File: src/cpu_pkg.sv
`default_nettype none

package cpu_pkg;

	// Memory operation carried down from decode
	typedef enum logic [3:0] {
		MEM_NONE,
		MEM_LB,
		MEM_LBU,
		MEM_LH,
		MEM_LHU,
		MEM_LW,
		MEM_SB,
		MEM_SH,
		MEM_SW
	} mem_op_t;

	typedef enum logic [1:0] {
		CP0_NONE,
		CP0_MTC0,
		CP0_MFC0,
		CP0_ERET
	} cp0_op_t;

	// Cause.ExcCode values
	typedef enum logic [4:0] {
		EXC_ADEL = 5'd4,
		EXC_ADES = 5'd5,
		EXC_SYS  = 5'd8,
		EXC_BP   = 5'd9,
		EXC_OV   = 5'd12
	} exc_code_t;

	localparam logic [1:0] SIZE_BYTE = 2'd0;
	localparam logic [1:0] SIZE_HALF = 2'd1;
	localparam logic [1:0] SIZE_WORD = 2'd2;

	localparam logic [4:0] CP0_BADVADDR = 5'd8;
	localparam logic [4:0] CP0_STATUS   = 5'd12;
	localparam logic [4:0] CP0_CAUSE    = 5'd13;
	localparam logic [4:0] CP0_EPC      = 5'd14;

	localparam int STATUS_EXL_BIT = 1;
	localparam int CAUSE_BD_BIT   = 31;

	// BEV set out of reset
	localparam logic [31:0] STATUS_RESET = 32'h0040_0000;
	localparam logic [31:0] EXC_VECTOR   = 32'hBFC0_0380;

endpackage

`default_nettype wire

File: src/mem_access_decode.sv
`default_nettype none

module mem_access_decode import cpu_pkg::*; (
	input  mem_op_t     mem_op,
	input  logic [31:0] addr,
	output logic        req,
	output logic        wr,
	output logic [1:0]  size,
	output logic        load_sign,
	output logic        adel,
	output logic        ades
);

	logic valid;
	logic misaligned;

	always_comb begin
		valid = 1'b1;
		wr = 1'b0;
		size = SIZE_WORD;
		load_sign = 1'b0;
		case (mem_op)
			MEM_LB: begin
				size = SIZE_BYTE;
				load_sign = 1'b1;
			end
			MEM_LBU: size = SIZE_BYTE;
			MEM_LH: begin
				size = SIZE_HALF;
				load_sign = 1'b1;
			end
			MEM_LHU: size = SIZE_HALF;
			MEM_LW: size = SIZE_WORD;
			MEM_SB: begin
				size = SIZE_BYTE;
				wr = 1'b1;
			end
			MEM_SH: begin
				size = SIZE_HALF;
				wr = 1'b1;
			end
			MEM_SW: wr = 1'b1;
			default: valid = 1'b0;
		endcase
	end

	// Bytes never fault, halfwords need bit 0 clear
	assign misaligned = (size == SIZE_HALF && addr[0]) ||
		(size == SIZE_WORD && addr[1:0] != 2'b00);

	assign adel = valid && !wr && misaligned;
	assign ades = valid && wr && misaligned;
	assign req = valid && !misaligned;

endmodule

`default_nettype wire

File: src/store_align.sv
`default_nettype none

module store_align import cpu_pkg::*; (
	input  logic [31:0] store_data,
	input  logic [1:0]  size,
	input  logic [1:0]  offset,
	output logic [31:0] wdata,
	output logic [3:0]  be
);

	always_comb begin
		case (size)
			SIZE_BYTE: begin
				wdata = {4{store_data[7:0]}};
				be = 4'b0001 << offset;
			end
			SIZE_HALF: begin
				wdata = {2{store_data[15:0]}};
				// Upper half when offset is 2
				be = offset[1] ? 4'b1100 : 4'b0011;
			end
			default: begin
				wdata = store_data;
				be = 4'b1111;
			end
		endcase
	end

endmodule

`default_nettype wire

File: src/cp0_exc.sv
`default_nettype none

module cp0_exc import cpu_pkg::*; (
	input  logic        clk,
	input  logic        reset,
	input  logic        stall,
	input  cp0_op_t     cp0_op,
	input  logic        adel,
	input  logic        ades,
	input  logic        ovf,
	input  logic        syscall,
	input  logic        brk,
	input  logic [31:0] pc,
	input  logic        in_delay_slot,
	input  logic [31:0] addr,
	input  logic [4:0]  cp0_rd,
	input  logic [31:0] cp0_wdata,
	output logic        exc_valid,
	output logic        eret_valid,
	output logic [31:0] epc,
	output logic [31:0] cp0_rdata
);

	logic [31:0] status;
	logic [31:0] cause;
	logic [31:0] badvaddr;
	logic        exc_raw;
	exc_code_t   exc_code;

	// Address error first, then overflow, syscall, break
	always_comb begin
		exc_raw = 1'b1;
		exc_code = EXC_ADEL;
		if (adel)
			exc_code = EXC_ADEL;
		else if (ades)
			exc_code = EXC_ADES;
		else if (ovf)
			exc_code = EXC_OV;
		else if (syscall)
			exc_code = EXC_SYS;
		else if (brk)
			exc_code = EXC_BP;
		else
			exc_raw = 1'b0;
	end

	assign exc_valid = exc_raw && !stall;
	assign eret_valid = cp0_op == CP0_ERET && !exc_raw && !stall;

	always_ff @(posedge clk) begin
		if (reset) begin
			status <= STATUS_RESET;
			cause <= '0;
			epc <= '0;
			badvaddr <= '0;
		end else if (exc_valid) begin
			epc <= in_delay_slot ? pc - 32'd4 : pc;
			cause[CAUSE_BD_BIT] <= in_delay_slot;
			// ExcCode field
			cause[6:2] <= exc_code;
			status[STATUS_EXL_BIT] <= 1'b1;
			if (adel || ades)
				badvaddr <= addr;
		end else if (eret_valid) begin
			status[STATUS_EXL_BIT] <= 1'b0;
		end else if (!stall && cp0_op == CP0_MTC0) begin
			case (cp0_rd)
				CP0_STATUS: status <= cp0_wdata;
				// Only the software interrupt bits are writable
				CP0_CAUSE: cause[9:8] <= cp0_wdata[9:8];
				CP0_EPC: epc <= cp0_wdata;
				default: ;
			endcase
		end
	end

	always_comb begin
		case (cp0_rd)
			CP0_BADVADDR: cp0_rdata = badvaddr;
			CP0_STATUS: cp0_rdata = status;
			CP0_CAUSE: cp0_rdata = cause;
			CP0_EPC: cp0_rdata = epc;
			default: cp0_rdata = '0;
		endcase
	end

endmodule

`default_nettype wire

File: src/load_extend.sv
`default_nettype none

module load_extend import cpu_pkg::*; (
	input  logic        clk,
	input  logic        reset,
	input  logic        stall,
	input  logic        req,
	input  logic        wr,
	input  logic [1:0]  size,
	input  logic        load_sign,
	input  logic [1:0]  offset,
	input  logic [31:0] data_rdata,
	output logic [31:0] load_data,
	output logic        load_valid
);

	logic        pend;
	logic [1:0]  size_q;
	logic        sign_q;
	logic [1:0]  offset_q;
	logic [7:0]  byte_sel;
	logic [15:0] half_sel;

	// req is already low during a stall
	always_ff @(posedge clk) begin
		if (reset)
			pend <= 1'b0;
		else
			pend <= req && !wr;
	end

	always_ff @(posedge clk) begin
		if (!stall && req && !wr) begin
			size_q <= size;
			sign_q <= load_sign;
			offset_q <= offset;
		end
	end

	assign byte_sel = data_rdata[offset_q*8 +: 8];
	assign half_sel = offset_q[1] ? data_rdata[31:16] : data_rdata[15:0];

	always_comb begin
		case (size_q)
			SIZE_BYTE: load_data = {{24{sign_q & byte_sel[7]}}, byte_sel};
			SIZE_HALF: load_data = {{16{sign_q & half_sel[15]}}, half_sel};
			default: load_data = data_rdata;
		endcase
	end

	assign load_valid = pend && !stall;

endmodule

`default_nettype wire

File: src/mem_stage.sv
`default_nettype none

module mem_stage import cpu_pkg::*; (
	input  logic        clk,
	input  logic        reset,
	input  logic        stall,
	input  mem_op_t     mem_op,
	input  cp0_op_t     cp0_op,
	input  logic [31:0] addr,
	input  logic [31:0] store_data,
	input  logic [31:0] pc,
	input  logic        in_delay_slot,
	input  logic        ovf,
	input  logic        syscall,
	input  logic        brk,
	input  logic [4:0]  cp0_rd,
	input  logic [31:0] cp0_wdata,
	input  logic [31:0] data_rdata,
	output logic        data_req,
	output logic        data_wr,
	output logic [1:0]  data_size,
	output logic [31:0] data_addr,
	output logic [31:0] data_wdata,
	output logic [3:0]  data_be,
	output logic [31:0] load_data,
	output logic        load_valid,
	output logic [31:0] cp0_rdata,
	output logic        exc_valid,
	output logic [31:0] exc_target,
	output logic        eret_valid
);

	logic        dec_req;
	logic        dec_sign;
	logic        adel;
	logic        ades;
	logic [31:0] epc;

	mem_access_decode u_decode (
		.mem_op    (mem_op),
		.addr      (addr),
		.req       (dec_req),
		.wr        (data_wr),
		.size      (data_size),
		.load_sign (dec_sign),
		.adel      (adel),
		.ades      (ades)
	);

	store_align u_store_align (
		.store_data (store_data),
		.size       (data_size),
		.offset     (addr[1:0]),
		.wdata      (data_wdata),
		.be         (data_be)
	);

	cp0_exc u_cp0 (
		.clk           (clk),
		.reset         (reset),
		.stall         (stall),
		.cp0_op        (cp0_op),
		.adel          (adel),
		.ades          (ades),
		.ovf           (ovf),
		.syscall       (syscall),
		.brk           (brk),
		.pc            (pc),
		.in_delay_slot (in_delay_slot),
		.addr          (addr),
		.cp0_rd        (cp0_rd),
		.cp0_wdata     (cp0_wdata),
		.exc_valid     (exc_valid),
		.eret_valid    (eret_valid),
		.epc           (epc),
		.cp0_rdata     (cp0_rdata)
	);

	// A faulting instruction never reaches memory
	assign data_req = dec_req && !exc_valid && !stall;
	assign data_addr = addr;
	assign exc_target = exc_valid ? EXC_VECTOR : epc;

	load_extend u_load_extend (
		.clk        (clk),
		.reset      (reset),
		.stall      (stall),
		.req        (data_req),
		.wr         (data_wr),
		.size       (data_size),
		.load_sign  (dec_sign),
		.offset     (addr[1:0]),
		.data_rdata (data_rdata),
		.load_data  (load_data),
		.load_valid (load_valid)
	);

endmodule

`default_nettype wire

File: config.mk
export PLATFORM = sky130hd
export DESIGN_NAME = mem_stage
export DESIGN_NICKNAME = d
export VERILOG_FILES = /design/src/cpu_pkg.sv /design/src/mem_access_decode.sv /design/src/store_align.sv /design/src/cp0_exc.sv /design/src/load_extend.sv /design/src/mem_stage.sv
export SDC_FILE = /design/constraint.sdc
export NUM_CORES = 1
export LEC_CHECK = 0
export ABC_AREA = 0
export BUFFER_PORTS_ARGS = -buffer_cell sky130_fd_sc_hd__buf_2
export CORE_AREA = 4 4 133 135
export DETAILED_ROUTE_END_ITERATION = 10
export DIE_AREA = 0 0 137 139
export PLACE_DENSITY = 0.77
export SLEW_MARGIN = 20
export SYNTH_ARGS = -nofsm -noshare
export SYNTH_HDL_FRONTEND = slang
export SYNTH_HIERARCHICAL = 1
export SYNTH_SLANG_ARGS = --single-unit
File: constraint.sdc
create_clock -name clk -period 8.4 [get_ports clk]
set_input_delay 0.42 -clock clk [delete_from_list [all_inputs] [get_ports clk]]
set_output_delay 0.42 -clock clk [all_outputs]
set_load 0.02 [all_outputs]
# Word-level counts from Yosys, hierarchy flattened
# Cells that the tools add are included.
dict set report totals {
  ff_bits 110
}
dict set report op_classes {
  shifts 2
  bitwise_logic 4
  eq_ne 18
  n_addsub 1
  n_mux 30
  reduce_logical 41
}
# op count
set op_table {}
lappend op_table {{$mux 32} 6}
lappend op_table {{$pmux 32 s2} 2}
lappend op_table {{$pmux 32 s4} 1}
lappend op_table {{$shiftx 32x6->8} 1}
lappend op_table {{$sub 32x3->32 const B} 1}
lappend op_table {{$eq 5x4->1 const B} 4}
lappend op_table {{$mux 5} 4}
lappend op_table {{$logic_and 1x1->1} 17}
lappend op_table {{$eq 4x3->1 const B} 4}
lappend op_table {{$mux 16} 1}
lappend op_table {{$mux 1} 10}
lappend op_table {{$reduce_or 3->1} 3}
lappend op_table {{$eq 4x2->1 const B} 2}
lappend op_table {{$mux 4} 2}
lappend op_table {{$pmux 4 s2} 1}
lappend op_table {{$reduce_and 4->1} 2}
lappend op_table {{$reduce_or 8->1} 1}
lappend op_table {{$eq 2x1->1 const B} 3}
lappend op_table {{$reduce_bool 2->1} 3}
lappend op_table {{$reduce_bool 3->1} 2}
lappend op_table {{$logic_not 1->1} 5}
lappend op_table {{$eq 2x2->1 const B} 2}
lappend op_table {{$eq 4x1->1 const B} 1}
lappend op_table {{$eq 4x4->1 const B} 1}
lappend op_table {{11 further kinds} 17}

# Longest topological paths before layout
dict set report logic_depth {
  ltp_word 15
  mapped_depth 14
  mapped_depth_nobuf 9
}

# Cells and area by module
# The synthesis kept the hierarchy.
# module cells_each n_inst seq_area_each_um2 area_per_inst_um2
set modules_own_cells {}
lappend modules_own_cells {cp0_exc 664 1 2042.0 5277.6}
lappend modules_own_cells {load_extend 131 1 170.2 880.8}
lappend modules_own_cells {store_align 60 1 0.0 531.8}
lappend modules_own_cells {mem_stage 68 1 0.0 478.0}
lappend modules_own_cells {mem_access_decode 26 1 0.0 172.7}

# Least setup slack after synthesis
# Ideal clock, no wire load.
dict set report synth_path {
  path_kind {in2reg}
  start {input port mem_op[1]}
  end {register u_load_extend.offset_q[0] (enable)}
  path_slack_ns 4.731
  path_buffers 5
  setup_time_ns 0.340
  t_arrival_ns 3.329
  path_stages 13
  cell_sequence {clkbuf_1 or3b_1 a21oi_1 nor2_1 a21o_1 clkbuf_1 clkinv_1 clkbuf_1 clkbuf_1 buf_6 nor3b_1 nand2b_1 nor2_1}
}
# element line_no
set synth_rtl {}
lappend synth_rtl {{from (decl)} mem_stage.sv:7} ;# input mem_op_t mem_op,
lappend synth_rtl {{$eq 4x2->1, or another cell as far along} mem_access_decode.sv:22} ;# case (mem_op)
lappend synth_rtl {{$reduce_or 3->1 (no source line)} n/a}
lappend synth_rtl {{$pmux 2 s2} mem_access_decode.sv:22}
lappend synth_rtl {{$eq 2x1->1 / $eq 2x2->1 (equally long branches)} {mem_access_decode.sv:48, mem_access_decode.sv:49}}
lappend synth_rtl {{$logic_and 1x1->1, on equally long branches} {mem_access_decode.sv:48, mem_access_decode.sv:49}}
lappend synth_rtl {{$logic_or 1x1->1} mem_access_decode.sv:48} ;# assign misaligned = (size == SIZE_HALF && addr[0]) ||
lappend synth_rtl {{$logic_and 1x1->1 *} mem_access_decode.sv:51} ;# assign adel = valid && !wr && misaligned;
lappend synth_rtl {{via adel} mem_stage.sv:35} ;# logic adel;
lappend synth_rtl {{$mux 1 *} cp0_exc.sv:34} ;# if (adel)
lappend synth_rtl {{$logic_and 1x1->1 *} cp0_exc.sv:48} ;# assign exc_valid = exc_raw && !stall;
lappend synth_rtl {{via exc_valid} mem_stage.sv:28} ;# output logic exc_valid,
lappend synth_rtl {{$logic_not 1->1 *} mem_stage.sv:80} ;# assign data_req = dec_req && !exc_valid && !stall;
lappend synth_rtl {{$logic_and 1x1->1 * (2 in a row)} mem_stage.sv:80}
lappend synth_rtl {{via data_req} mem_stage.sv:19} ;# output logic data_req,
lappend synth_rtl {{$logic_and 1x1->1 * (2 in a row)} load_extend.sv:33} ;# if (!stall && req && !wr) begin
lappend synth_rtl {{to (signal assigned)} load_extend.sv:36} ;# offset_q <= offset;
lappend synth_rtl {{to (decl)} load_extend.sv:20} ;# logic [1:0] offset_q;
# Mark *: on every way through the listed nets, which the timed path passes. The rest lies on a longest branch.
# A chain may end at the register's enable or synchronous reset.

# Final worst setup path
dict set report layout_path {
  start {input port mem_op[2]}
  end {output port exc_target[8]}
}
dict set report layout_between {
  elab_chain_len 11
}
# element line_no
set layout_lines {}
lappend layout_lines {{$eq 4x2->1, or another cell as far along} mem_access_decode.sv:22}
lappend layout_lines {{$reduce_or 3->1 (no source line)} n/a}
lappend layout_lines {{$pmux 2 s2} mem_access_decode.sv:22}
lappend layout_lines {{$eq 2x1->1 / $eq 2x2->1 (equally long branches)} {mem_access_decode.sv:48, mem_access_decode.sv:49}}
lappend layout_lines {{$logic_and 1x1->1, on equally long branches} {mem_access_decode.sv:48, mem_access_decode.sv:49}}
lappend layout_lines {{$logic_or 1x1->1} mem_access_decode.sv:48}
lappend layout_lines {{$logic_and 1x1->1 *} mem_access_decode.sv:52} ;# assign ades = valid && wr && misaligned;
lappend layout_lines {{via ades} mem_stage.sv:36} ;# logic ades;
lappend layout_lines {{$mux 1 *} cp0_exc.sv:36} ;# else if (ades)
lappend layout_lines {{$mux 1 *} cp0_exc.sv:34}
lappend layout_lines {{$logic_and 1x1->1 *} cp0_exc.sv:48}
lappend layout_lines {{$mux 32 *} mem_stage.sv:82} ;# assign exc_target = exc_valid ? EXC_VECTOR : epc;
lappend layout_lines {{to (decl)} mem_stage.sv:29} ;# output logic [31:0] exc_target,
# Marked as above.

==> metrics.txt <==
CP max-delay cell buf_4; # DRC 0; P per Cell Area 145 nW/um^2; register area share after synthesis 30.1%; number of global-route vias before repair 7444; Leak 0.00422 uW; worst slew pin tran 1.13 ns; peak supply drop 0.0000992 V; status completed; Crit path top cell by count buf_2; filler cell count about 1600; Yosys cell types 72; Worst Hold Class in2reg; top post-synthesis cells by area dfxtp_1 (28%), nand2_1 (7.2%), a211oi_1 (5.0%), a21oi_1 (5.0%), buf_4 (4.3%); post-CTS setup buffers 0; TritonCTS clock tree done; Core Rows 47; Async S/R FF share, synth 0%; clk buf depth 2; H-tree Lvls 3; antenna-violating nets left 0; Chip Width 137 um; Yosys top cell by area dfxtp_1; pre-CTS WS 5.13 ns; Mapped Avg Cell Area 7.74 sq um; CP Data Arrival Time about 2.9 ns; max-slew violations 0; Post-Syn Area 7340 sq um; Routability Congestion 0.952; layout net count between 1000 and 1500; Overflow after GRT 0; Setup CP Type in2out; multi-input combinational cell area 4380 sq um; largest net degree at the start of global routing 106; HPWL after DPL 21700 um; Pre-antenna DRT Iters 6; number of DRC markers in iteration 0 984; CP peak stage delay 0.61 ns; CP cell instances buf_2, or4b_4, o22ai_1, nor2_1, a21o_1, inv_2, buf_4, or2_1, buf_2; I/O pin total ~350; number of synthesized flops with an enable pin 5; share of cells above drive strength 1 35.7%; core area 16500 sq um; Final Hold Viols 0; DP Area between 8000 and 9000 sq um; Resized Gates After CTS 0; TritonCTS Sinks between 100 and 150; Main synth FF type dfxtp_1; Synth top area share between 20 and 30%; clock latency at the later pin of the worst-skew pair roughly 0.35 ns; setup TNS 0 ns; final cycle utilization of the critical path 39.5%; DR vias/cell approximately 5.8; vias post-DR 8240; CTS Buf Count 9; minimum clock period 3.32 ns; PortBufs 348; Post-CTS Hold Buffers 0; Post-Synthesis Cells 949; gr usage total 27.6%; Max Cap Violations 0; Clock Tree Root clkbuf_16; register area 2210 sq um; Setup crit start kind primary input; clock transition at the registers of the reported paths 0.06 ns; P&R area growth vs syn 24.7%; utilization after layout 55.6%; first-pass GRT wire length 41600 um; Final setup viols 0; WL final 28400 um; Post-Syn Nets 1128; required time worst endpoint 7.98 ns; Slew Limit Headroom between 20 and 25%; worst-path maximum fanout 77; RSZ-0062 raised after global routing false; CP endpoint kind output pin; Initial Util between 40% and 50%; final worst slack 5.08 ns; antenna violations before repair 3; #FFs+latches synth 108; Achievable Freq 301 MHz; Die ar. around 19000 sq um; chip height between 100 and 150 um; post-DR wirelength/cell 19.9 um; post-route cell area 9160 sq um; clock skew 0 ns; count leader, synth nand2_1; YS warnings 6; synth cell count leaders nand2_1 (140), dfxtp_1 (103), a21oi_1 (73)
-- layout make-up --
| class | instances | share of cell area (%) |
|---|---|---|
| clock buffer | 12 | 2.69 |
| antenna | 1 | 0.0273 |
| timing repair buffer | 363 | 20.3 |
| multi-input combinational | 686 | 47.8 |
| inverter | 33 | 1.35 |
| sequential | 108 | 24.2 |
| tap | 220 | 3.01 |
| clock inverter | 4 | 0.601 |
-- cells by family (layout without fill, tap and decap cells) --
| kind of cell | count (synthesis) | count (layout) | share of synthesized area, % |
|---|---|---|---|
| compound gates | 262 | 262 | 24.7 |
| xor+xnor | 15 | 15 | 1.79 |
| fa+ha+maj | 1 | 1 | 0.170 |
| buf+inv | 155 | 412 | 11.0 |
| flops | 108 | 108 | 30.1 |
| mux | 38 | 38 | 5.45 |
| other cells | 0 | 1 | 0 |
| simple gates | 370 | 370 | 26.7 |
-- worst max-delay path: cells and delay by family --
family                 cells  cell delay, ns
AO/OA/AOI/OAI              2            0.45
AND/OR/NAND/NOR            3            0.88
buffers and inverters      4            1.08
-- stage by stage --
| step | total power (uW) | std cells | hold WS, ns |
|---|---|---|---|
| floorplan | 767 | 949 | 0.432 |
| global placement | 895 | 1409 | 0.444 |
| detailed placement | 899 | 1410 | 0.449 |
| CTS | 1330 | 1426 | 0.240 |
| global route | 1380 | 1427 | 0.243 |
| finish | 1330 | 1427 | 0.244 |
-- worst paths after layout --
check | end | slack, ns | start | cells past startpoint
worst max-delay path | exc_target[8] | 5.08 | mem_op[2] | 9
worst min-delay path | u_load_extend/pend | 0.24 | reset | 2
worst max register to register | u_cp0/epc[31] | 7.33 | u_cp0/epc[31] | 3
worst min register to register | u_cp0/cause[31] | 0.46 | u_cp0/cause[31] | 2
-- cell usage in the layout (no fill, tap or decap), types with 25 or more instances in the layout --
cell and count:
a222oi_1 26, inv_1 31, buf_2 347, nand2_1 140, o21ai_0 41, nor2_1 25, dfxtp_1 103, a21oi_1 73
nand3_1 34, nor2b_1 28, a211oi_1 49
-- metal layers --
layer  track usage (%)  wire length (um)
met1              39.6             11900
met2              42.7             12900
met3              3.74              2790
met4              8.93               757
met5                 0                13
-- sequential cells by signal, indices dropped and copies added, names as in the netlist --
register and count:
u_cp0/status 32, u_load_extend/pend 1, u_cp0/cause 6, u_load_extend/size_q 2, u_cp0/badvaddr 32, u_cp0/epc 32, u_load_extend/offset_q 2, u_load_extend/sign_q 1
-- where the power goes --
group / internal (uW) / total, uW / switching (uW)
clock: 242 / 438 / 196
sequential: 536 / 559 / 23.4
combinational: 125 / 332 / 207
Power figures use the tool's default switching activity.
